`src/rtl/glb_dma_pkg.sv`:
```
// ======================================================================
// load dma descriptor and control definitions
// word count width and the FSM state encodings of the load path
// ======================================================================
package glb_dma_pkg;

    // descriptor word count, in stream words
    parameter int MAX_NUM_WORDS_WIDTH = 12;

    // address generator states
    typedef enum logic [2:0] {
        OFF,
        IDLE,
        ISSUE,
        DRAIN,
        DONE
    } ld_state_e;

    // unpacker states
    typedef enum logic [1:0] {
        EMPTY,
        WAIT_DATA,
        STREAM
    } ul_state_e;

endpackage

```
`src/rtl/glb_param_pkg.sv`:
```
// ======================================================================
// global buffer data widths
// bank word and fabric stream word sizes shared by the load path
// ======================================================================
package glb_param_pkg;

    // one fabric stream word
    parameter int CGRA_DATA_WIDTH = 16;

    // one bank sram word
    parameter int BANK_DATA_WIDTH = 64;

    // stream words packed in one bank word
    parameter int LANES_PER_BEAT = BANK_DATA_WIDTH / CGRA_DATA_WIDTH;

    // lane select inside a bank word
    parameter int LANE_SEL_WIDTH = $clog2(LANES_PER_BEAT);

endpackage
```
`src/rtl/glb_ld_unpacker.sv`:
```
// ======================================================================
// load dma unpacker
// holds one returned bank word and streams its lanes to the fabric,
// then flags the end of the descriptor with a done pulse
// ======================================================================
`timescale 1ns/10ps

module glb_ld_unpacker (
    input  logic                                      clk,
    input  logic                                      reset,
    input  logic                                      clk_en,
    input  logic                                      cfg_load_dma_on,
    input  logic                                      rd_req_valid,
    output logic                                      rd_req_ready,
    input  logic [glb_param_pkg::LANE_SEL_WIDTH-1:0]  rd_first_lane,
    input  logic [glb_param_pkg::LANE_SEL_WIDTH-1:0]  rd_last_lane,
    input  logic                                      rd_is_final,
    input  logic [glb_param_pkg::BANK_DATA_WIDTH-1:0] rd_data,
    output logic                                      beat_done,
    output logic [glb_param_pkg::CGRA_DATA_WIDTH-1:0] stream_data_g2f,
    output logic                                      stream_data_valid_g2f,
    output logic                                      stream_g2f_done_pulse
);
    import glb_param_pkg::*;
    import glb_dma_pkg::*;

    ul_state_e                 state;
    logic [LANE_SEL_WIDTH-1:0] lane_cur;
    logic [LANE_SEL_WIDTH-1:0] last_lane;
    logic                      final_beat;
    logic [BANK_DATA_WIDTH-1:0] beat_data;
    logic                      last_word;
    logic                      done_r;

    // one bank word in flight or buffered at a time
    assign rd_req_ready = (state == EMPTY);

    assign last_word = (state == STREAM) && (lane_cur == last_lane);
    assign beat_done = last_word && final_beat && clk_en && cfg_load_dma_on;

    assign stream_data_g2f       = beat_data[lane_cur*CGRA_DATA_WIDTH +: CGRA_DATA_WIDTH];
    assign stream_data_valid_g2f = (state == STREAM) && clk_en && cfg_load_dma_on;
    assign stream_g2f_done_pulse = done_r && clk_en;

    always_ff @(posedge clk or posedge reset) begin
        if (reset) begin
            state      <= EMPTY;
            lane_cur   <= '0;
            last_lane  <= '0;
            final_beat <= 1'b0;
            done_r     <= 1'b0;
        end else if (clk_en) begin
            // done pulse trails the last word by one cycle
            done_r <= beat_done;
            if (!cfg_load_dma_on) begin
                state <= EMPTY;
            end else begin
                case (state)
                    // lane span and final flag taken on the handshake
                    EMPTY: begin
                        if (rd_req_valid) begin
                            lane_cur   <= rd_first_lane;
                            last_lane  <= rd_last_lane;
                            final_beat <= rd_is_final;
                            state      <= WAIT_DATA;
                        end
                    end
                    // sram read latency
                    WAIT_DATA: state <= STREAM;
                    STREAM: begin
                        if (lane_cur == last_lane) begin
                            state <= EMPTY;
                        end else begin
                            lane_cur <= lane_cur + 1'b1;
                        end
                    end
                    default: state <= EMPTY;
                endcase
            end
        end
    end

    // bank word from the sram
    always_ff @(posedge clk) begin
        if (clk_en && state == WAIT_DATA) begin
            beat_data <= rd_data;
        end
    end

    a_done_single: assert property (@(posedge clk) disable iff (reset)
        stream_g2f_done_pulse |=> !stream_g2f_done_pulse);

    // lanes go out in order inside the span from the address generator
    a_valid_state: assert property (@(posedge clk) disable iff (reset)
        stream_data_valid_g2f |-> (state == STREAM) && (lane_cur <= last_lane));

endmodule

```
`config.mk`:
```
export PLATFORM = sky130hd
export DESIGN_NAME = glb_ld_unpacker
export DESIGN_NICKNAME = d
export VERILOG_FILES = /design/src/rtl/glb_dma_pkg.sv /design/src/rtl/glb_param_pkg.sv /design/src/rtl/glb_ld_unpacker.sv
export SDC_FILE = /design/constraint.sdc
export NUM_CORES = 1
export LEC_CHECK = 0
export BUFFER_PORTS_ARGS = -buffer_cell sky130_fd_sc_hd__buf_4
export CELL_PAD_IN_SITES_DETAIL_PLACEMENT = 1
export CELL_PAD_IN_SITES_GLOBAL_PLACEMENT = 2
export CORE_MARGIN = 2
export CORE_UTILIZATION = 35
export DETAILED_ROUTE_END_ITERATION = 16
export GPL_TIMING_DRIVEN = 0
export PLACE_DENSITY_LB_ADDON = 0.1
export SYNTH_ARGS = -nofsm -noshare
export SYNTH_HDL_FRONTEND = slang
export SYNTH_SLANG_ARGS = --single-unit
```
`constraint.sdc`:
```
create_clock -name clk -period 7.5 [get_ports clk]
set_input_delay 0 -clock clk [delete_from_list [all_inputs] [get_ports clk]]
set_output_delay 0 -clock clk [all_outputs]
set_load 0.02 [all_outputs]
```
==> results.sh <==
export IMPL_outcome="complete, no violations"
export IMPL_switchingPower_w=0.000299
export IMPL_synth_xor_area_share_pct=0.635
export IMPL_pwr_share_seq_pct=42.6
export IMPL_required_ns=7.50
export IMPL_synthSimpleGateAreaFrac_pct=2.95
export IMPL_place_ws_ns=5.69
export IMPL_synth_compound_area_share_pct=3.27
export IMPL_skew_ns=0.00697
export IMPL_hold_slack_ns=0.0484
export IMPL_finalHoldViolCount=0
export IMPL_core_area_mm2=0.00769
export IMPL_antenna_found_initial=0
export IMPL_setup_viol=0
export IMPL_syn_to_final_growth_pct=65.7
export IMPL_dieArea_mm2=0.00861
export IMPL_hold_class="in2reg"
export IMPL_dr_pass1_iters=4
export IMPL_path_class="reg2out"
export IMPL_die_h_um=92.8
export IMPL_power_leakage_nw=1.81
export IMPL_cp_startpoint="lane_cur[1]"
export IMPL_fmax_mhz=513
export IMPL_slew_violations=0
export IMPL_vias=1892
export IMPL_wl_per_cell_um=16.7
export IMPL_cp_end_kind="primary output"
export IMPL_grt_overflow_total=0
export IMPL_sw_frac_of_total_pct=26.7
export IMPL_fin_crit_sh_pct=26.0
export IMPL_synth_top_family_by_area="multiplexers"
export IMPL_layout_min_cycle_time_ns=1.95
export IMPL_htreeDepth=3
export IMPL_start_util_pct=35.9
export IMPL_cts_root_buf="clkbuf_8"
export IMPL_rows=32
export IMPL_max_stage_delay_ns=0.53
export IMPL_ys_types=25
export IMPL_path_clk_slew_ns=0.06
export IMPL_power_density_mw_per_mm2=245
export IMPL_diodes=0
export IMPL_place_congestion=0.827
export IMPL_synth_mux_area_share_pct=14.7
export IMPL_synth_area_mm2=0.00276
export IMPL_min_from="rd_first_lane[1]"
export IMPL_drt_iter0_drc=26
export IMPL_path_cells="buf_6 > clkbuf_1 > mux4_2 > buf_4"
export IMPL_internal_power_w=0.000820
export IMPL_wl_um=6980
export IMPL_crit_fanout=10
export IMPL_stdcell_count=417
export IMPL_syn_nets=204
export IMPL_cts_tree="done"
export IMPL_setup_ws_ns=5.55
export IMPL_start_kind="flop"
export IMPL_setup_tns_ns=0
export IMPL_synth_fa_ha_area_share_pct=0
export IMPL_nNetsFinal=384
export IMPL_maxCapViolCount=0
export IMPL_dieWidth_um=92.8
export IMPL_dpl_hpwl_um=4400
export IMPL_io_pins=94
export IMPL_rsz0062_at_grt="false"
export IMPL_worst_pin_slew_ns=0.656
export IMPL_drive_gt1_share_pct=43.5
export IMPL_viasPerCell=4.54
export IMPL_r2r_end="beat_data[50]"
export IMPL_track_usage_pct=17.2
export IMPL_yosysWarningCount=0
export IMPL_numCtsBuffers=9
export IMPL_grt_start_max_net_pins=15
export IMPL_grt_pass1_vias=2212
export IMPL_drc=0
export IMPL_dp_cells=331
export IMPL_antenna_left=0
export IMPL_min_to="lane_cur[1]"
export IMPL_syn_inst=130
export IMPL_reg2reg_from="state[1]"
export IMPL_synth_avg_cell_area_um2=21.2
export IMPL_grt_pass1_wl_um=11000
export IMPL_cts_buffer_depth=2
export IMPL_r2r_cells=6
export IMPL_synth_seq_cells=72
export IMPL_relSlewSlack_pct=56.3
export IMPL_p_clk_share_pct=29.4
export IMPL_vdd_drop_max_mv=0.115
export IMPL_min_path_cells=3
export IMPL_cts_num_sinks=72
export IMPL_rrSetupSlack_ns=5.71
export IMPL_ys_seq_area_share_pct=77.0
export IMPL_combPwrFrac_pct=28.0
export IMPL_numPortBuffers=93
export IMPL_arrival_ns=1.95
export IMPL_cp_slowest_cell="clkbuf_1"
export IMPL_worst_skew_pair_late_latency_ns=0.34
metrics by stage:
step	utilization, %	power, W	area, um2
6_report	59.4	0.00112	4570
5_1_grt	59.4	0.00117	4570
4_1_cts	59.4	0.00113	4570
3_5_place_dp	47.6	0.000773	3660
3_3_place_gp	46.6	0.000764	3580
2_1_floorplan	-	0.000657	2760
worst max-delay path: cells and delay by family, from the launching register on:
family,cells,cell delay (ns)
mux,1,0.42
buf+inv,3,0.87
flops,1,0.34
worst max path at each step:
stage                                to  slack (ns)  cells after the start
floorplan                      state[1]        1.92                      3
global placement               state[1]        0.37                      3
detailed placement        beat_data[48]        5.69                      6
CTS                 stream_data_g2f[13]        5.48                      4
global route        stream_data_g2f[13]        5.42                      4
finish              stream_data_g2f[13]        5.55                      4
final cells by class:
type / count / area [um2]
Fill cell: 724 / 3120
Sequential cell: 72 / 2120
Timing Repair Buffer: 169 / 1470
Multi-Input combinational cell: 50 / 599
Clock buffer: 11 / 131
Tap cell: 102 / 128
Clock inverter: 5 / 81.3
Buffer: 5 / 30.0
Inverter: 3 / 11.3
power by group through the flow:
stage | registers (W) | logic [W] | clock network (W)
global placement | 0.000487 | 0.000278 | 0
detailed placement | 0.000485 | 0.000288 | 0
finish | 0.000476 | 0.000314 | 0.000329
global route | 0.000479 | 0.000336 | 0.000352
CTS | 0.000476 | 0.000318 | 0.000338
floorplan | 0.000484 | 0.000174 | 0
sequential cells by signal, indices dropped and copies added, names as in the netlist:
signal      count
beat_data      64
lane_cur        2
last_lane       2
state           2
done_r          1
final_beat      1
repair_timing:
action / in CTS / in global routing
setup buffers: 0 / 0
hold buffers: 70 / 0
gates resized for setup: 0 / 0
endpoints found under the hold margin: 77 / 0
setup endpoints to repair: 0 / 0
per-layer routing:
metal	share of wire [%]	global-route usage, %	vias to the layer above
met5	0	0	-
met3	4.7	3.91	15
met2	58	32.7	59
li1	-	-	891
met4	2.2	6.74	0
met1	36	18.1	927
cells in the mapped netlist (all sizes together):
| library cell | count | area, um2 |
|---|---|---|
| o21ai | 3 | 15.0 |
| nor2 | 4 | 15.0 |
| a21oi | 2 | 10.0 |
| and3 | 1 | 6.26 |
| nand3b | 1 | 7.51 |
| nand2 | 2 | 7.51 |
| buf | 4 | 26.3 |
| nand4 | 1 | 6.26 |
| a31oi | 1 | 6.26 |
| and2 | 2 | 12.5 |
| mux4 | 16 | 360 |
| inv | 3 | 11.3 |
| a22o | 4 | 35.0 |
| clkbuf | 1 | 3.75 |
| xor2 | 2 | 17.5 |
| a211o | 1 | 8.76 |
| nor3 | 1 | 5.00 |
| edfxtp | 64 | 1920 |
| a21o | 2 | 15.0 |
| dfrtp | 8 | 200 |
| nor2b | 2 | 12.5 |
| mux2 | 4 | 45.0 |
| and3b | 1 | 8.76 |
kinds of logic after synthesis:
logic type / after synthesis
flip-flops: 72
multiplexers: 20
AND/OR/NAND/NOR: 15
AO/OA/AOI/OAI: 13
buffers and inverters: 8
XOR/XNOR: 2
layout by cell type (no fill, tap or decap), types with 2 or more instances in the layout:
master,instances
buf_4,94
dlygate4sd3_1,70
edfxtp_1,64
mux4_2,16
clkbuf_8,9
dfrtp_1,8
buf_6,5
nor2_1,4
a22o_1,4
clkbuf_1,3
buf_2,3
inv_1,3
o21ai_0,3
mux2_2,3
xor2_1,2
nor2b_1,2
a21oi_1,2
nand2_1,2
a21o_1,2
and2_1,2
bufinv_16,2
Note: power is estimated with default switching activity, not from simulation.
