--- config.mk ---
export PLATFORM = sky130hd
export DESIGN_NAME = glb_ld_header_queue
export DESIGN_NICKNAME = d
export VERILOG_FILES = /design/src/rtl/glb_dma_pkg.sv /design/src/rtl/glb_ld_header_queue.sv
export SDC_FILE = /design/constraint.sdc
export NUM_CORES = 1
export LEC_CHECK = 0
export ABC_AREA = 1
export BUFFER_PORTS_ARGS = -buffer_cell sky130_fd_sc_hd__buf_4
export CAP_MARGIN = 20
export CORE_ASPECT_RATIO = 1.25
export CORE_MARGIN = 2
export CORE_UTILIZATION = 47
export CTS_CLUSTER_DIAMETER = 150
export DETAILED_ROUTE_END_ITERATION = 8
export GPL_TIMING_DRIVEN = 0
export PLACE_DENSITY_LB_ADDON = 0.25
export SLEW_MARGIN = 20
export SYNTH_ARGS = -nofsm -noshare
export SYNTH_HDL_FRONTEND = slang
export SYNTH_SLANG_ARGS = --single-unit
export TNS_END_PERCENT = 10
--- constraint.sdc ---
create_clock -name clk -period 1.44 [get_ports clk]
set_input_delay 0.144 -clock clk [delete_from_list [all_inputs] [get_ports clk]]
set_output_delay 0.144 -clock clk [all_outputs]
set_load 0.005 [all_outputs]
--- src/rtl/glb_dma_pkg.sv ---
// ======================================================================
// load dma descriptor and control definitions
// word count width and the FSM state encodings of the load path
// ======================================================================
package glb_dma_pkg;

    // descriptor word count, in stream words
    parameter int MAX_NUM_WORDS_WIDTH = 12;

    // address generator states
    typedef enum logic [2:0] {
        OFF,
        IDLE,
        ISSUE,
        DRAIN,
        DONE
    } ld_state_e;

    // unpacker states
    typedef enum logic [1:0] {
        EMPTY,
        WAIT_DATA,
        STREAM
    } ul_state_e;

endpackage

--- src/rtl/glb_ld_header_queue.sv ---
// ======================================================================
// load dma header queue
// captures descriptors on a rising valid bit, presents the selected
// entry to the address generator and pulses invalidate on take
// ======================================================================
`timescale 1ns/10ps

module glb_ld_header_queue #(
    parameter int QUEUE_DEPTH     = 4,
    parameter int BANK_ADDR_WIDTH = 12
) (
    input  logic                                    clk,
    input  logic                                    reset,
    input  logic                                    clk_en,
    input  logic                                    cfg_load_dma_auto_on,
    input  logic [QUEUE_DEPTH-1:0]                  cfg_hdr_valid,
    input  logic [QUEUE_DEPTH-1:0][BANK_ADDR_WIDTH-1:0] cfg_hdr_start_addr,
    input  logic [QUEUE_DEPTH-1:0][glb_dma_pkg::MAX_NUM_WORDS_WIDTH-1:0] cfg_hdr_num_words,
    input  logic                                    hdr_take,
    output logic                                    hdr_valid,
    output logic [BANK_ADDR_WIDTH-1:0]              hdr_start_addr,
    output logic [glb_dma_pkg::MAX_NUM_WORDS_WIDTH-1:0] hdr_num_words,
    output logic [QUEUE_DEPTH-1:0]                  cfg_load_dma_invalidate_pulse
);
    import glb_dma_pkg::*;

    localparam int SEL_WIDTH = (QUEUE_DEPTH > 1) ? $clog2(QUEUE_DEPTH) : 1;

    logic [QUEUE_DEPTH-1:0]                          valid_d1;
    logic [QUEUE_DEPTH-1:0]                          valid_rise;
    logic [QUEUE_DEPTH-1:0]                          ent_valid;
    logic [QUEUE_DEPTH-1:0][BANK_ADDR_WIDTH-1:0]     ent_start_addr;
    logic [QUEUE_DEPTH-1:0][MAX_NUM_WORDS_WIDTH-1:0] ent_num_words;
    logic [QUEUE_DEPTH-1:0]                          inval_r;
    logic [SEL_WIDTH-1:0]                            sel_ptr;
    logic [SEL_WIDTH-1:0]                            sel;

    assign valid_rise = cfg_hdr_valid & ~valid_d1;

    // manual mode always serves entry 0
    assign sel = cfg_load_dma_auto_on ? sel_ptr : '0;

    // valid edge detect and internal entry valid
    always_ff @(posedge clk or posedge reset) begin
        if (reset) begin
            valid_d1  <= '0;
            ent_valid <= '0;
        end else if (clk_en) begin
            valid_d1 <= cfg_hdr_valid;
            for (int i = 0; i < QUEUE_DEPTH; i++) begin
                // a fresh descriptor wins over a take of the old one
                if (valid_rise[i]) begin
                    ent_valid[i] <= 1'b1;
                end else if (hdr_take && sel == SEL_WIDTH'(i)) begin
                    ent_valid[i] <= 1'b0;
                end
            end
        end
    end

    // descriptor fields
    always_ff @(posedge clk) begin
        if (clk_en) begin
            for (int i = 0; i < QUEUE_DEPTH; i++) begin
                if (valid_rise[i]) begin
                    ent_start_addr[i] <= cfg_hdr_start_addr[i];
                    ent_num_words[i]  <= cfg_hdr_num_words[i];
                end
            end
        end
    end

    // invalidate pulse one cycle after take, select pointer wraps
    always_ff @(posedge clk or posedge reset) begin
        if (reset) begin
            inval_r <= '0;
            sel_ptr <= '0;
        end else if (clk_en) begin
            inval_r <= '0;
            if (hdr_take) begin
                inval_r[sel] <= 1'b1;
            end
            if (!cfg_load_dma_auto_on) begin
                sel_ptr <= '0;
            end else if (hdr_take) begin
                sel_ptr <= (sel_ptr == SEL_WIDTH'(QUEUE_DEPTH - 1)) ? '0 : sel_ptr + 1'b1;
            end
        end
    end

    assign hdr_valid      = ent_valid[sel];
    assign hdr_start_addr = ent_start_addr[sel];
    assign hdr_num_words  = ent_num_words[sel];

    // no pulse shows while the tile is frozen
    assign cfg_load_dma_invalidate_pulse = inval_r & {QUEUE_DEPTH{clk_en}};

    // address generator only takes a header this queue offers
    a_take_valid: assert property (@(posedge clk) disable iff (reset)
        hdr_take |-> hdr_valid);

endmodule

==> flow_summary_export.csv, run 1 <==
group,metric,value,unit
timing,fin_crit,1740,ps
timing,drv_slew,0,
finish,syn_to_final_growth,63.6,%
timing,fin_setup_tns,-6880,ps
timing,max-slew-margin-rel,60.9,%
detailed_routing,wirelength,13900,microns
yosys,synthMuxAreaShare,0,%
yosys,synth_top_family_by_area,"simple AND/OR/NAND/NOR gates",
setup_path,crit_family,"buffers and inverters",
yosys,synthSimpleGateAreaFrac,23.9,%
grt,met2_usage,47.9,%
timing,period_share,121,%
finish,layout_common_cells,"138 x nand2_1, 130 x buf_4, 97 x dlygate4sd3_1, 96 x edfxtp_1, 56 x nand2_2",
placement,placed_area,5780,sq um
clock_tree,numCtsBuffers,9,
placement,dp_slack,-272,ps
yosys,ys_warn_count,0,
timing,finalHoldViolCount,0,
clock_tree,root_buffer,"clkbuf_16",
power,p_per_area,1030,nW/um^2
setup_path,cp_slowest_stage_delay,420,ps
setup_path,worstPathArrival,1600,ps
yosys,syn_area,4630,sq um
floorplan,die-height,115,microns
detailed_routing,vias,4016,
power,peakVddDrop,0.863,mV
floorplan,die_width,92.8,microns
detailed_routing,wl_per_cell,17.3,microns
finish,diodes,0,
clock_tree,tritoncts,"built",
timing,finClkSkew,7.17,ps
setup_path,required,1300,ps
timing,clock.fmax,574,MHz
floorplan,num_rows,40,
placement,placed_cells,683,
setup_path,path_class,"register to output pin",
placement,place.gp.congestion,0.869,
setup_path,crit_path_start_kind,"register",
yosys,synthXorXnorAreaFrac,0,%
power,p_leak,3.35,nW
grt,antenna_found_initial,0,
clock_tree,path_clk_slew,70,ps
placement,portBuffers,132,
detailed_routing,viasPerCell,4.98,
timing,fin_hold_ws,15.6,ps
yosys,synthCells,425,
grt,grt_usage,25.6,%
setup_path,cp-end-kind,"output pin",
timing,setup_slack,-303,ps
detailed_routing,drc,0,
finish,stdcell_area,7580,sq um
clock_tree,clockBufferDepth,2,
yosys,synth.distinct_cells,16,
grt,grt_pass1_wl,20200,microns
finish,final_util,78.9,%
floorplan,dieArea,10700,sq um
setup_path,critPathSlowestCell,"dfrtp_1",
timing,setup_violations,25,
grt,grtUsageMet1,28.1,%
grt,grt_pass1_vias,4102,
timing,rsz0062_at_grt,"yes",
yosys,synth-seq-cells,110,
finish,layout_commonest_cell,"nand2_1",
detailed_routing,dr.pass1.iters,5,
yosys,avgSynthCellArea,10.9,sq um
min_path,hold_class,"input port to register",
grt,met3_usage,4.98,%
placement,hpwl,7990,microns
floorplan,start_util,48.2,%
grt,top_usage_layer,"met2",
floorplan,core_area,9610,sq um
clock_tree,insertion_delay,350,ps
yosys,synth_compound_area_share,0.648,%
grt,grt_overflow,0,
yosys,ys_seq_area_share,69.8,%
job,drv_cap,0,
setup_path,crit_chain,"buf_6 > nand2_8 > buf_8 > nand2_4 > nand2_4 > nand2_2 > nand2_2 > buf_4",
outcome,violations,"setup timing",
yosys,syn_nets,531,
power,finalPower,7.81,mW
clock_tree,htreeDepth,3,
clock_tree,cts_num_sinks,110,
outcome,outcome,"finished, violations left",
setup_path,critical_path_peak_fanout,7,
finish,layout.cells.non_filler,806,
detailed_routing,drtAntennaViolNets,0,
detailed_routing,dr.first_iter.drc_count,191,
grt,grt_max_degree,25,
floorplan,ios,134,
yosys,synth_adder_area_share,0.270,%
timing,worstMarginPinSlew,586,ps
setup_path,path_buf_inv,3,
finish,layout-drive-gt1-share,37.8,%
finish,num-nets-final,781,
## repair_timing
item / CTS / global route
gates cloned: 1 / 6
buffers inserted: 1 / 2
resized for setup: 31 / 84
pin swaps: 2 / 22
endpoints found under the setup margin: 121 / 97
hold buffers: 97 / 0
endpoints found under the hold margin: 110 / 0
## routing by layer
layer  wire, microns  part of all wire (%)
met2            7600                    55
met1            4860                    35
met3             893                   6.4
met4             562                   4.0
met5               0                     0
## worst reg2reg max path, delay by kind of cell (launching register included)
kind	cells	cell delay (ps)
buf+inv	2	550
simple gates	1	110
flops	1	330
## area by class of cell
class                           instances  area (sq um)
Clock buffer                           11           233
Inverter                               16          75.1
Fill cell                             579          2030
Sequential cell                       110          3230
Timing Repair inverter                  1          7.51
Timing Repair Buffer                  237          2130
Buffer                                 23           235
Multi-Input combinational cell        277          1410
Tap cell                              126           158
Clock inverter                          5          97.6
## cells in the mapped netlist, drive strengths merged
master | n | share of area [%]
buf | 23 | 4.1
dfrtp | 14 | 7.6
edfxtp | 96 | 62
ha | 1 | 0.27
inv | 16 | 1.3
nand2 | 206 | 17
nand3 | 58 | 6.4
nor2 | 5 | 0.41
o21ai | 6 | 0.65
## registers in the layout, indices dropped and copies added, names as in the netlist
name / flops
ent_num_words: 48
ent_start_addr: 48
ent_valid: 4
inval_r: 4
sel_ptr: 2
valid_d1: 4
## where the power goes
part / total (mW) / switching, mW / leakage [nW] / internal [mW]
Combinational: 1.36 / 0.633 / 2.13 / 0.728
Sequential: 3.68 / 0.0554 / 1.05 / 3.63
Clock: 2.76 / 1.07 / 0.159 / 1.69
Total: 7.81 / 1.76 / 3.35 / 6.05
## final timing paths
kind / startpoint / cells past startpoint / to / slack [ps]
setup / recovery: sel_ptr[0] / 8 / hdr_start_addr[1] / -300
hold reg to reg: inval_r[2] / 2 / inval_r[2] / 490
hold / removal: cfg_hdr_valid[3] / 3 / valid_d1[3] / 20
max in group asynchronous: reset / 3 / sel_ptr[1] / 670
setup reg to reg: valid_d1[1] / 3 / ent_num_words[23] / 10
min in group asynchronous: reset / 3 / valid_d1[0] / 390
## kinds of logic (layout without fill, tap and decap cells)
logic type      count (synthesis)  in the layout
simple gates                  269            270
compound gates                  6              6
fa+ha+maj                       1              1
buf+inv                        39            293
flops                         110            110
No activity file was read; power rests on OpenSTA's default activity.
==> run 2, diff against run 1 <==
--- a/config.mk
+++ b/config.mk
@@ -5,12 +5,11 @@
 export SDC_FILE = /design/constraint.sdc
 export NUM_CORES = 1
 export LEC_CHECK = 0
-export ABC_AREA = 1
 export BUFFER_PORTS_ARGS = -buffer_cell sky130_fd_sc_hd__buf_4
 export CAP_MARGIN = 20
 export CORE_ASPECT_RATIO = 1.25
 export CORE_MARGIN = 2
-export CORE_UTILIZATION = 47
+export CORE_UTILIZATION = 46
 export CTS_CLUSTER_DIAMETER = 150
 export DETAILED_ROUTE_END_ITERATION = 8
 export GPL_TIMING_DRIVEN = 0
==> run 2 against run 1 <==
  * The run still ends with setup timing left
  * Cell count fell by 19%
  * Power grew 3.2%
  * Sequential power is essentially flat
  * First-iteration DRC count rose by 21%
  * Clock power shrank 6%
  * Synthesized area fell by 5.9%
  * Die area down 3.7%
  * Core utilization increased by 0.50 points
  * Final area is 3.9% lower
  * Non-clock buffer count is 2 lower
  * Largest power group unchanged
  * Fmax decreased by 7.1%
  * Sequential share of layout area increased by 1.7 points
==> flow_summary_export.csv, run 2 <==
group,metric,value,unit
outcome,outcome,"finished, violations left",
detailed_routing,wl_per_cell,20.7,microns
finish,top_regs,"ent_num_words: 48 flops, ent_start_addr: 48 flops",
finish,syn_to_final_growth,67.0,%
finish,layout-drive-gt1-share,44.8,%
grt,grt_overflow,0,
grt,grt_pass1_wl,19600,microns
min_path,min_to,"valid_d1[0]",
setup_path,crit_path_start_kind,"register",
yosys,synth-seq-cells,110,
finish,layout_commonest_cell,"buf_4",
floorplan,die-height,113,microns
clock_tree,cts_num_sinks,110,
yosys,synth.most_common_cell,"edfxtp_1",
setup_path,path_class,"register to output pin",
clock_tree,path_clk_slew,70,ps
job,drv_cap,0,
clock_tree,clockBufferDepth,2,
setup_path,reg2reg_depth,1,
floorplan,core_area,9170,sq um
clock_tree,tritoncts,"built",
grt,grt_pass1_vias,3747,
floorplan,start_util,47.5,%
detailed_routing,drtAntennaViolNets,0,
setup_path,crit_chain,"buf_12 > buf_12 > mux2_2 > o22ai_1 > a21oi_1 > buf_4",
yosys,ys_warn_count,0,
floorplan,num_rows,39,
timing,fin_crit,1880,ps
yosys,synth_flop_cell,"edfxtp_1",
timing,setup_slack,-436,ps
finish,fillers,542,
yosys,avgSynthCellArea,16.0,sq um
timing,finClkSkew,6.47,ps
setup_path,cp-end-kind,"output pin",
yosys,synth-edff-count,96,
yosys,synth_area_leaders,"edfxtp_1 66%, dfrtp_1 8.0%, mux2_2 7.2%, o22ai_1 7.2%, a21oi_1 2.9%",
placement,place.gp.congestion,0.744,
setup_path,cp_slowest_stage_delay,400,ps
placement,placed_cells,529,
setup_path,critPathSlowestCell,"dfrtp_1",
clock_tree,htreeDepth,3,
timing,max-slew-margin-rel,42.4,%
min_path,hp-start,"cfg_hdr_valid[0]",
finish,layout_common_cells,"141 x buf_4, 97 x dlygate4sd3_1, 96 x edfxtp_1, 27 x o22ai_1",
clock_tree,root_buffer,"clkbuf_16",
timing,clock.fmax,533,MHz
grt,grt_usage,25.5,%
floorplan,dieArea,10300,sq um
detailed_routing,dr.pass1.iters,5,
detailed_routing,dr.first_iter.drc_count,231,
timing,period_share,130,%
floorplan,ios,134,
timing,rsz0062_at_grt,"yes",
yosys,synth.distinct_cells,27,
setup_path,required,1300,ps
setup_path,worstPathArrival,1730,ps
setup_path,crit_top_cell,"buf_12",
yosys,synth_top_area_share,66.1,%
detailed_routing,drc,0,
detailed_routing,wirelength,13500,microns
placement,portBuffers,133,
clock_tree,numCtsBuffers,9,
power,p_per_area,1110,nW/um^2
yosys,ys_top_cells_by_count,"96 x edfxtp_1, 50 x o22ai_1, 28 x mux2_2",
timing,setup_violations,49,
min_path,hold_class,"input port to register",
setup_path,critical_path_peak_fanout,8,
yosys,syn_area,4360,sq um
outcome,violations,"setup timing",
setup_path,r2r_end,"ent_start_addr[36]",
timing,finalHoldViolCount,0,
clock_tree,insertion_delay,350,ps
detailed_routing,vias,3524,
setup_path,rr_startpoint,"valid_d1[3]",
placement,hpwl,7220,microns
power,p_leak,2.83,nW
yosys,synthArstFlopShare,12.7,%
finish,num-nets-final,630,
power,peakVddDrop,0.745,mV
grt,antenna_found_initial,1,
min_path,hold_depth,2,
setup_path,reg2reg_slack,-10,ps
yosys,synthCells,273,
detailed_routing,viasPerCell,5.40,
power,finalPower,8.06,mW
timing,drv_slew,0,
yosys,syn_nets,379,
yosys,synth_top_area_cell,"edfxtp_1",
grt,grt_max_degree,26,
yosys,ys_seq_area_share,74.1,%
floorplan,die_width,91.1,microns
finish,layout.cells.non_filler,653,
timing,worstMarginPinSlew,863,ps
finish,final_util,79.4,%
## run 2: worst max-delay path: cells and delay by family, from the launching register on
family	cells	cell delay, ps
buffers and inverters	3	450
DFF	1	400
AOI/OAI and AO/OA	2	200
muxes	1	340
## run 2: layer usage
layer | vias up | routed length [microns] | GRT usage (%) | share of wire, %
li1 | 1593 | - | - | -
met1 | 1762 | 5170 | 31.3 | 38
met2 | 140 | 7290 | 44.4 | 54
met3 | 29 | 681 | 4.19 | 5.0
met4 | 0 | 396 | 11.2 | 2.9
met5 | - | 0 | 0 | 0
## run 2: area by class of cell
cell class | count | area (sq um) | area share (%)
antenna | 1 | 2.50 | 0.0344
buffer | 18 | 208 | 2.85
clock buffer | 12 | 236 | 3.25
clock inverter | 4 | 72.6 | 0.997
inverter | 9 | 37.5 | 0.516
multi-input combinational | 136 | 1250 | 17.2
sequential | 110 | 3230 | 44.4
tap | 123 | 154 | 2.11
timing repair buffer | 240 | 2080 | 28.6
## run 2: through the flow
stage	instance area (sq um)	setup TNS (ps)	setup WS [ps]	hold slack (ps)
floorplan	4370	-914	-19.1	33.2
global placement	5520	-35230	-557	222
detailed placement	5520	-15860	-378	226
CTS	6980	-10490	-419	29.1
global route	7280	-13130	-474	34.9
finish	7280	-10130	-436	36.1
## run 2: worst max-delay path by stage
stage / startpoint / end / slack, ps / cells after the start
2_1_floorplan: valid_d1[2] / ent_num_words[24] / -20 / 1
3_3_place_gp: clk_en / ent_num_words[12] / -560 / 3
3_5_place_dp: sel_ptr[0] / hdr_start_addr[6] / -380 / 5
4_1_cts: sel_ptr[1] / hdr_num_words[3] / -420 / 6
5_1_grt: sel_ptr[1] / hdr_num_words[5] / -470 / 6
6_report: sel_ptr[1] / hdr_num_words[8] / -440 / 6
## run 2: timing repair
item                       4_1_cts  5_1_grt
pin swaps                        1        7
buffers inserted                 3        5
hold endpoints to repair       110        0
cloned                           0        2
setup endpoints to repair      121       50
hold buffers                    97        0
resized for setup               38       44
## run 2: logic make-up (layout without fill, tap and decap cells)
logic type | Yosys count | count (layout) | share of synthesized area, %
AO/OA/AOI/OAI | 89 | 89 | 12.2
adder cells (fa/ha/maj) | 1 | 1 | 0.287
buffers and inverters | 27 | 283 | 3.50
flip-flops | 110 | 110 | 74.1
multiplexers | 28 | 28 | 7.23
other | 0 | 1 | 0
AND/OR/NAND/NOR | 18 | 18 | 2.64
## run 2: report_power, final
part           internal (mW)  total (mW)  switching, mW  leakage (nW)
Clock                   1.52        2.60           1.08         0.147
Sequential              3.64        3.71         0.0703          1.05
Combinational           1.02        1.75          0.734          1.63
