$ cat src/rtl/glb_dma_pkg.sv
// ======================================================================
// load dma descriptor and control definitions
// word count width and the FSM state encodings of the load path
// ======================================================================
package glb_dma_pkg;

    // descriptor word count, in stream words
    parameter int MAX_NUM_WORDS_WIDTH = 12;

    // address generator states
    typedef enum logic [2:0] {
        OFF,
        IDLE,
        ISSUE,
        DRAIN,
        DONE
    } ld_state_e;

    // unpacker states
    typedef enum logic [1:0] {
        EMPTY,
        WAIT_DATA,
        STREAM
    } ul_state_e;

endpackage

$ cat src/rtl/glb_param_pkg.sv
// ======================================================================
// global buffer data widths
// bank word and fabric stream word sizes shared by the load path
// ======================================================================
package glb_param_pkg;

    // one fabric stream word
    parameter int CGRA_DATA_WIDTH = 16;

    // one bank sram word
    parameter int BANK_DATA_WIDTH = 64;

    // stream words packed in one bank word
    parameter int LANES_PER_BEAT = BANK_DATA_WIDTH / CGRA_DATA_WIDTH;

    // lane select inside a bank word
    parameter int LANE_SEL_WIDTH = $clog2(LANES_PER_BEAT);

endpackage
$ cat src/rtl/glb_ld_addr_gen.sv
// ======================================================================
// load dma address generator
// walks one descriptor and issues bank reads, each with its lane span
// ======================================================================
`timescale 1ns/10ps

module glb_ld_addr_gen #(
    parameter int BANK_ADDR_WIDTH = 12,
    localparam int BEAT_ADDR_WIDTH =
        BANK_ADDR_WIDTH - $clog2(glb_param_pkg::BANK_DATA_WIDTH / 8)
) (
    input  logic                                        clk,
    input  logic                                        reset,
    input  logic                                        clk_en,
    input  logic                                        cfg_load_dma_on,
    input  logic                                        hdr_valid,
    input  logic [BANK_ADDR_WIDTH-1:0]                  hdr_start_addr,
    input  logic [glb_dma_pkg::MAX_NUM_WORDS_WIDTH-1:0] hdr_num_words,
    output logic                                        hdr_take,
    output logic                                        rd_req_valid,
    input  logic                                        rd_req_ready,
    output logic [BEAT_ADDR_WIDTH-1:0]                  rd_beat_addr,
    output logic [glb_param_pkg::LANE_SEL_WIDTH-1:0]    rd_first_lane,
    output logic [glb_param_pkg::LANE_SEL_WIDTH-1:0]    rd_last_lane,
    output logic                                        rd_is_final,
    input  logic                                        beat_done
);
    import glb_param_pkg::*;
    import glb_dma_pkg::*;

    localparam int BYTE_OFFSET = $clog2(BANK_DATA_WIDTH / 8);
    localparam int LANE_LSB    = $clog2(CGRA_DATA_WIDTH / 8);

    ld_state_e                      state;
    ld_state_e                      next_state;
    logic [MAX_NUM_WORDS_WIDTH-1:0] rem_cnt;
    logic [BEAT_ADDR_WIDTH-1:0]     beat_addr;
    logic [LANE_SEL_WIDTH-1:0]      first_lane;
    logic [MAX_NUM_WORDS_WIDTH-1:0] lanes_left;
    logic [MAX_NUM_WORDS_WIDTH-1:0] span_len;
    logic                           hdr_usable;
    logic                           req_fire;

    // zero length descriptors are never taken
    assign hdr_usable = hdr_valid && (hdr_num_words != '0);
    assign hdr_take   = (state == IDLE) && hdr_usable && clk_en && cfg_load_dma_on;

    assign rd_req_valid = (state == ISSUE);
    assign req_fire     = rd_req_valid && rd_req_ready && clk_en;

    // lanes from the start lane up to the end of the beat
    assign lanes_left  = MAX_NUM_WORDS_WIDTH'(LANES_PER_BEAT) - MAX_NUM_WORDS_WIDTH'(first_lane);
    assign rd_is_final = (rem_cnt <= lanes_left);
    assign span_len    = rd_is_final ? rem_cnt : lanes_left;

    assign rd_beat_addr  = beat_addr;
    assign rd_first_lane = first_lane;
    // final beat stops at the lane of the last word
    assign rd_last_lane  = rd_is_final ? first_lane + LANE_SEL_WIDTH'(rem_cnt - 1'b1)
                                       : LANE_SEL_WIDTH'(LANES_PER_BEAT - 1);

    always_comb begin
        next_state = state;
        case (state)
            OFF:   next_state = IDLE;
            IDLE: begin
                if (hdr_usable) begin
                    next_state = ISSUE;
                end
            end
            ISSUE: begin
                if (rd_req_ready && rd_is_final) begin
                    next_state = DRAIN;
                end
            end
            // hold until the unpacker has sent the last word
            DRAIN: begin
                if (beat_done) begin
                    next_state = DONE;
                end
            end
            DONE:    next_state = IDLE;
            default: next_state = OFF;
        endcase
    end

    always_ff @(posedge clk or posedge reset) begin
        if (reset) begin
            state <= OFF;
        end else if (clk_en) begin
            state <= cfg_load_dma_on ? next_state : OFF;
        end
    end

    // word count, beat address and start lane
    always_ff @(posedge clk or posedge reset) begin
        if (reset) begin
            rem_cnt    <= '0;
            beat_addr  <= '0;
            first_lane <= '0;
        end else if (clk_en) begin
            if (hdr_take) begin
                rem_cnt    <= hdr_num_words;
                beat_addr  <= hdr_start_addr[BANK_ADDR_WIDTH-1:BYTE_OFFSET];
                first_lane <= hdr_start_addr[LANE_LSB +: LANE_SEL_WIDTH];
            end else if (req_fire) begin
                rem_cnt    <= rem_cnt - span_len;
                beat_addr  <= beat_addr + 1'b1;
                first_lane <= '0;
            end
        end
    end

    // request held steady until the unpacker accepts it
    a_req_stable: assert property (@(posedge clk) disable iff (reset)
        (rd_req_valid && !rd_req_ready) |=>
            $stable({rd_beat_addr, rd_first_lane, rd_last_lane, rd_is_final}));

    // every accepted beat shrinks the count without wrapping
    a_no_wrap: assert property (@(posedge clk) disable iff (reset)
        req_fire |=> rem_cnt < $past(rem_cnt));

endmodule

$ cat config.mk
export PLATFORM = sky130hd
export DESIGN_NAME = glb_ld_addr_gen
export DESIGN_NICKNAME = d
export VERILOG_FILES = /design/src/rtl/glb_dma_pkg.sv /design/src/rtl/glb_param_pkg.sv /design/src/rtl/glb_ld_addr_gen.sv
export SDC_FILE = /design/constraint.sdc
export NUM_CORES = 1
export LEC_CHECK = 0
export ABC_CLOCK_PERIOD_IN_PS = 4560
export BUFFER_PORTS_ARGS = -buffer_cell sky130_fd_sc_hd__buf_2
export CORE_ASPECT_RATIO = 0.9
export CORE_UTILIZATION = 50
export DETAILED_ROUTE_END_ITERATION = 10
export PLACE_DENSITY = 0.8
export SLEW_MARGIN = 20
export SYNTH_ARGS = -nofsm -noshare
export SYNTH_HDL_FRONTEND = slang
export SYNTH_SLANG_ARGS = --single-unit
$ cat constraint.sdc
create_clock -name clk -period 4.56 [get_ports clk]
set_input_delay 0.456 -clock clk [delete_from_list [all_inputs] [get_ports clk]]
set_output_delay 0.456 -clock clk [all_outputs]
set_load 0.02 [all_outputs]
==> results of run 1 <==
[per-stage QoR]
stage	hold WS [ns]	setup WS (ns)	power [W]	utilization (%)
after floorplan	0.4729	1.049	0.001014	-
after global placement	0.4934	1.040	0.001190	59.57
after detailed placement	0.4997	0.9709	0.001203	59.57
after CTS	0.3819	0.9200	0.001359	61.16
after global routing	0.3158	0.6525	0.001491	61.16
final	0.2649	0.9271	0.001353	61.16
[layout make-up]
type | instances | area (µm²)
multi-input combinational | 156 | 1072
sequential | 26 | 650.6
fill | 324 | 1341
timing repair buffer | 46 | 232.7
tap | 44 | 55.05
inverter | 11 | 46.29
clock buffer | 4 | 55.05
[logic make-up (layout without fill, tap and decap cells)]
logic type / count (synthesis) / after routing
muxes: 1 / 1
buffers and inverters: 20 / 61
AOI/OAI and AO/OA: 50 / 50
and+or+nand+nor: 86 / 86
adders and majority gates: 10 / 10
DFF: 26 / 26
xor gates and xnor gates: 9 / 9
[path summary, 6_finish.rpt]
| kind | from | to | cells after the start |
|---|---|---|---|
| max | rd_first_lane[0] | rem_cnt[10] | 14 |
| min | reset | rem_cnt[2] | 2 |
| max reg2reg | rd_first_lane[0] | rem_cnt[10] | 14 |
| min reg2reg | rem_cnt[11] | rem_cnt[11] | 1 |
| max in group asynchronous | reset | rem_cnt[6] | 2 |
| min in group clk | hdr_start_addr[1] | rd_first_lane[0] | 3 |
[state kept, by name, summed over array words and instances (netlist names)]
signal,count
rd_beat_addr,9
rd_first_lane,2
rem_cnt,12
state,3
[metal layers]
metal	share of wire, %	vias up	routed length, µm
met5	0	-	0
met4	0.31	0	12
met3	4.1	2	160
met2	46	32	1798
met1	49	780	1909
li1	-	826	-
[power breakdown]
part	switching (W)	leakage (nW)	internal, W
registers	0.000126	0.334	0.000328
logic	0.000415	0.578	0.000332
clock network	0.0000740	0.0288	0.0000773
total	0.000615	0.941	0.000738
[placed cells by master, fill, tap and decap left out, types with 4 or more instances in the layout]
cell / n
clkbuf_8: 4
nand3_1: 9
nor4_1: 5
a221o_1: 4
o21ai_0: 8
inv_1: 9
buf_2: 45
o21ai_1: 6
nand2_1: 34
ha_1: 9
o211ai_1: 7
a21oi_1: 6
nor2_1: 9
xnor2_1: 4
xor2_1: 5
dfrtp_1: 26
==> summary.md, run 1 <==
| Metric | Value |
|---|---|
| Area share of the largest cell type after synthesis | a little over a third |
| Die area | approximately 0.0040 mm² |
| Synth Area in Simple Gates | roughly a quarter |
| Skew-Pair Late Insertion Delay | 0.27 ns |
| Max Cap Viol | 0 |
| CP Data Required Time | 4.72 ns |
| Sequential-to-total area share from yosys stat | 35.06% |
| CP Buf/Inv Count | 2 |
| Vias | 1640 |
| Final Skew | slightly below 0.01 ns |
| FF+latch count, synth | 26 |
| Hold-fix buffer count after cts | 0 |
| Crit path cell chain | inv_1, ha_1, inv_1, ha_1, a2111oi_0, o311a_1, o21ai_0, ha_1, fa_1, nand2b_1, and2_1, nand4b_1, xor2_1, o21ai_2 |
| Slew Limit Fails | 0 |
| DRC errors left | 0 |
| DP Cell Count | 283 |
| CP Capture Type | flip-flop |
| Async SR Flop Fraction | 100.0% |
| M1 GR Usage | 31.15% |
| F_max | 0.2753 GHz |
| Post-Synth XOR/XNOR Area | 4.248% |
| Net Count, Synth | 243 |
| Pin count of the biggest net entering global routing | 27 |
| Top Family by Delay on Critical Path | adder cells |
| Initial Utilization | 53.73% |
| Share of cells above drive strength 1 | a little over a quarter |
| Post-Synth Adder-Cell Area | 7.148% |
| Antenna diode count | 0 |
| Core footprint | 0.003453 mm² |
| Post-synth top area cell | dfrtp_1 |
| Routed wire per std cell | between 10 and 15 µm |
| Vias in the first global route | 1456 |
| Post-CTS sizing | 0 |
| R2r setup slk | 0.93 ns |
| Critical Path Max Stage Delay | 0.47 ns |
| Finished Layout Cells | 287 |
| Setup TNS | 0 ns |
| Synth warn | 0 |
| Met3 usage | 4.580% |
| Final Hold Fails | 0 |
| Row count | 20 |
| Worst vdd ir | roughly 260 µV |
| Unrepaired setup endpoints after global routing | no |
| Startpoint Class | flip-flop |
| M2 GR Usage | 33.24% |
| Pleak | approximately 0.94 nW |
| Pre-antenna DRT Iters | 4 |
| Total clock buffers created by CTS | 3 |
| Minimum clock period | 3.633 ns |
| CP arrival | 3.79 ns |
| Pwr Density | 640.8 mW/mm² |
| Clk slew on worst S/H paths | 0.10 ns |
| Clock Sinks | 26 |
| CP max FO | 11 |
| Worst Path Class, Setup | reg -> reg |
| Max-slew headroom | 37.02% |
| Grt ovf | 0 |
| ANT nets after route | 0 |
| Most common cell in the netlist | nand2_1 |
| Mux cell area share after synthesis | 0.6069% |
| Die span in x | 66.22 µm |
| Clock root buffer | clkbuf_8 |
| Hpwl dp | 2.872 mm |
| Mapped Area | roughly 0.0019 mm² |
| CTS tree | done |
| Synth top area cells | dfrtp_1 35%, nand2_1 6.9%, ha_1 6.1%, o211ai_1 2.8%, nand3_1 2.4% |
| Global-route wire length before repair | about 6.5 mm |
| Most frequent cells after synthesis | 34 x nand2_1, 26 x dfrtp_1, 10 x inv_1 |
| Starting DRC count in detailed routing | 76 |
| Post-synth EDFFs | 0 |
| GRT Resource Usage Total | 21.56% |
| Complex-gate fraction of the synthesized area | 19.82% |
| Final Cell Area | 0.002112 mm² |
| Layer with the highest usage | met2 |
| RD Place Congestion | 0.8544 |
| Cell Area, Placed | 0.002057 mm² |
| Worst path most repeated cell | ha_1 |
| Worst hold path class | in -> async |
| Post-Syn Instances | 202 |
| Clk buf depth | 2 |
| Final wirelength | roughly 3.9 mm |
| Endpoints failing setup | 0 |
| Post-Syn Area per Cell | between 9 and 10 µm² |
| Initial antenna violation count | 0 |
| CP max-delay cell | o311a_1 |
| # Post-CTS Setup Buffers | 0 |
| Combinational family with the most area after synthesis | simple AND/OR/NAND/NOR gates |
| Vias/cell | around 5.7 |
| Chip Height | 59.79 µm |
| IO buf count | 45 |
| Status | finished, final reports clean |
| Final Cycle Share | 79.67% |
| Layout net count | between 200 and 300 |
| H-tree levels | 1 |
| Predominant post-synthesis flop cell | dfrtp_1 |
| Synth cell types | 56 |
| Slew @ Worst Pin | 0.9388 ns |
| Num ports | 47 |
| Area growth syn-to-layout | 13.82% |
Power figures use the tool's default switching activity.
==> inputs of run 2 (changes only) <==
--- a/config.mk
+++ b/config.mk
@@ -5,10 +5,10 @@
 export SDC_FILE = /design/constraint.sdc
 export NUM_CORES = 1
 export LEC_CHECK = 0
-export ABC_CLOCK_PERIOD_IN_PS = 4560
+export ABC_CLOCK_PERIOD_IN_PS = 3200
 export BUFFER_PORTS_ARGS = -buffer_cell sky130_fd_sc_hd__buf_2
 export CORE_ASPECT_RATIO = 0.9
-export CORE_UTILIZATION = 50
+export CORE_UTILIZATION = 48
 export DETAILED_ROUTE_END_ITERATION = 10
 export PLACE_DENSITY = 0.8
 export SLEW_MARGIN = 20
==> constraint.sdc (replaced) <==
create_clock -name clk -period 3.2 [get_ports clk]
set_input_delay 0.32 -clock clk [delete_from_list [all_inputs] [get_ports clk]]
set_output_delay 0.32 -clock clk [all_outputs]
set_load 0.02 [all_outputs]
==> run 2 against run 1 <==
  * Global-route usage fell by 0.20 points
  * Sequential power increased by 48%
  * Setup slack worse by 0.85 ns
  * Cell area is 12% higher
  * Core utilization increased by 2.8 points
  * Clock skew is 0.0072 ns higher
  * Largest power group unchanged
==> summary.md, run 2 (synthesis gave the netlist of run 1 again) <==
| Metric | Value |
|---|---|
| CP Capture Type | flip-flop |
| Register Area | 653.1 µm² |
| Core footprint | 0.003705 mm² |
| Worst vdd ir | a little under 500 µV |
| Worst hold margin | 0.1109 ns |
| Max-slew headroom | between 30% and 40% |
| RD Place Congestion | about 0.83 |
| Part of the power in registers | 27.1% |
| Unrepaired setup endpoints after global routing | yes |
| ANT nets after route | 0 |
| Layout net count | 296 |
| Starting DRC count in detailed routing | 103 |
| Vias/cell | 5.733 |
| Most common cell after layout, fill and taps aside | buf_2 |
| Most frequent cells in the layout | 45 x buf_2, 34 x nand2_1, 24 x dfrtp_1 |
| Max reg flops | 12 |
| Final Skew | 0.01707 ns |
| Power share of the combinational group | between 60% and 70% |
| Met3 usage | 3.947% |
| Clock root buffer | clkbuf_8 |
| Num ports | 47 |
| CTS tree | done |
| H-tree levels | 1 |
| Internal | ~0.0014 W |
| Worst hold path class | in -> async |
| Global-route wire length before repair | ~6.6 mm |
| Layer with the highest usage | met2 |
| Largest reg by FF count | rem_cnt |
| F_max | 0.3200 GHz |
| Antenna diode count | 0 |
| CP Data Required Time | approximately 3.4 ns |
| DRC errors left | 0 |
| Hpwl dp | 3.032 mm |
| Chip Height | about 61 µm |
| Setup TNS | 0 ns |
| Pwr Density | 1049 mW/mm² |
| Pin count of the biggest net entering global routing | 27 |
| Vias in the first global route | roughly 1500 |
| Slew Limit Fails | 0 |
| Switching Share | 43.76% |
| Min setup slack post-route | about 0.075 ns |
| Net Switching | 0.001087 W |
| Minimum clock period | ~3.1 ns |
| GRT Resource Usage Total | 21.36% |
| Final Hold Fails | 0 |
| Pleak | 1.016 nW |
| Grt ovf | 0 |
| Fill count | around 330 |
| CP arrival | 3.34 ns |
| Clk slew on worst S/H paths | 0.10 ns |
| Vias | 1720 |
| Clk pwr share | 11.2% |
| Hold-fix buffer count after cts | 0 |
| Share of cells above drive strength 1 | about two fifths |
| Initial Utilization | 50.08% |
| Die span in x | roughly 68 µm |
| Skew-Pair Late Insertion Delay | 0.28 ns |
| Final Cycle Share | 97.67% |
| Total clock buffers created by CTS | 3 |
| Clock Sinks | 26 |
| Routed wire per std cell | around 15 µm |
| Cell Area, Placed | 0.002127 mm² |
| M1 GR Usage | 29.45% |
| Worst Path Class, Setup | reg -> reg |
| CP max FO | 5 |
| Startpoint Class | flip-flop |
| Initial antenna violation count | 0 |
| Final Cell Area | 0.002370 mm² |
| Area growth syn-to-layout | 27.71% |
| IO buf count | 45 |
| Final wirelength | 4.423 mm |
| Status | finished, final reports clean |
| Endpoints failing setup | 0 |
| Die area | 0.004119 mm² |
| Row count | 21 |
| Max Cap Viol | 0 |
| Fin util | 63.96% |
| Pre-antenna DRT Iters | 4 |
| Multi-input logic area | 0.001212 mm² |
| Slew @ Worst Pin | about 0.94 ns |
| M2 GR Usage | 35.08% |
| Pre-CTS setup slack | -0.004462 ns |
| Clk buf depth | 2 |
[run 2: cell types whose count changed in the layout (fill, tap and decap cells not counted), sizes merged]
cell and change:
clkbuf -1, bufinv +1, buf +11
[run 2: worst paths after layout]
kind                                    from          endpoint  slack, ns  depth (start not counted)
max in group asynchronous              reset  rd_first_lane[0]       2.61                          2
max reg2reg                 rd_first_lane[0]       rem_cnt[11]       0.07                         14
min                                    reset   rd_beat_addr[6]       0.11                          2
min reg2reg                      rem_cnt[11]       rem_cnt[11]       0.52                          1
max                         rd_first_lane[0]       rem_cnt[11]       0.07                         14
min in group clk           hdr_start_addr[8]   rd_beat_addr[5]       0.24                          3
[run 2: stage by stage]
step,instances,power (W)
floorplan,202,0.001477
global placement,293,0.001788
detailed placement,293,0.001821
CTS,297,0.002183
global route,300,0.002667
finish,300,0.002485
[run 2: repair_timing]
| item | 4_1_cts | 5_1_grt |
|---|---|---|
| endpoints found under the setup margin | 3 | 9 |
| hold endpoints to repair | 0 | 0 |
| setup buffers | 0 | 3 |
| pin swaps | 1 | 7 |
| resized for setup | 5 | 25 |
| gates cloned | 0 | 0 |
[run 2: layer usage]
metal  vias up  part of all wire (%)
li1        845                     -
met1       829                    46
met2        42                    50
met3         4                   3.6
met4         0                  0.45
met5         -                     0
[run 2: layout make-up]
type | count | share of cell area, %
Clock buffer | 3 | 1.742
Clock inverter | 1 | 1.267
Inverter | 11 | 2.059
Multi-Input combinational cell | 156 | 51.16
Sequential cell | 26 | 27.56
Tap cell | 46 | 2.429
Timing Repair Buffer | 57 | 13.78
[run 2: critical path, stage by stage, from the launching register on]
cell	delay (ns)
dfrtp_2	0.44
inv_2	0.09
ha_4	0.21
inv_4	0.06
ha_4	0.20
nor4bb_4	0.15
o311a_4	0.42
buf_6	0.15
a21oi_4	0.16
ha_4	0.21
nor2b_1	0.13
o21ai_2	0.18
nand3_2	0.10
or4_4	0.41
o211ai_1	0.16
[run 2: power by group through the flow]
stage	Clock (W)	Combinational (W)	Sequential, W
after detailed placement	0	0.00117	0.000652
final	0.000278	0.00153	0.000673
after global placement	0	0.00114	0.000646
after floorplan	0	0.000779	0.000698
after CTS	0.000284	0.00125	0.000648
after global routing	0.000294	0.00168	0.000697
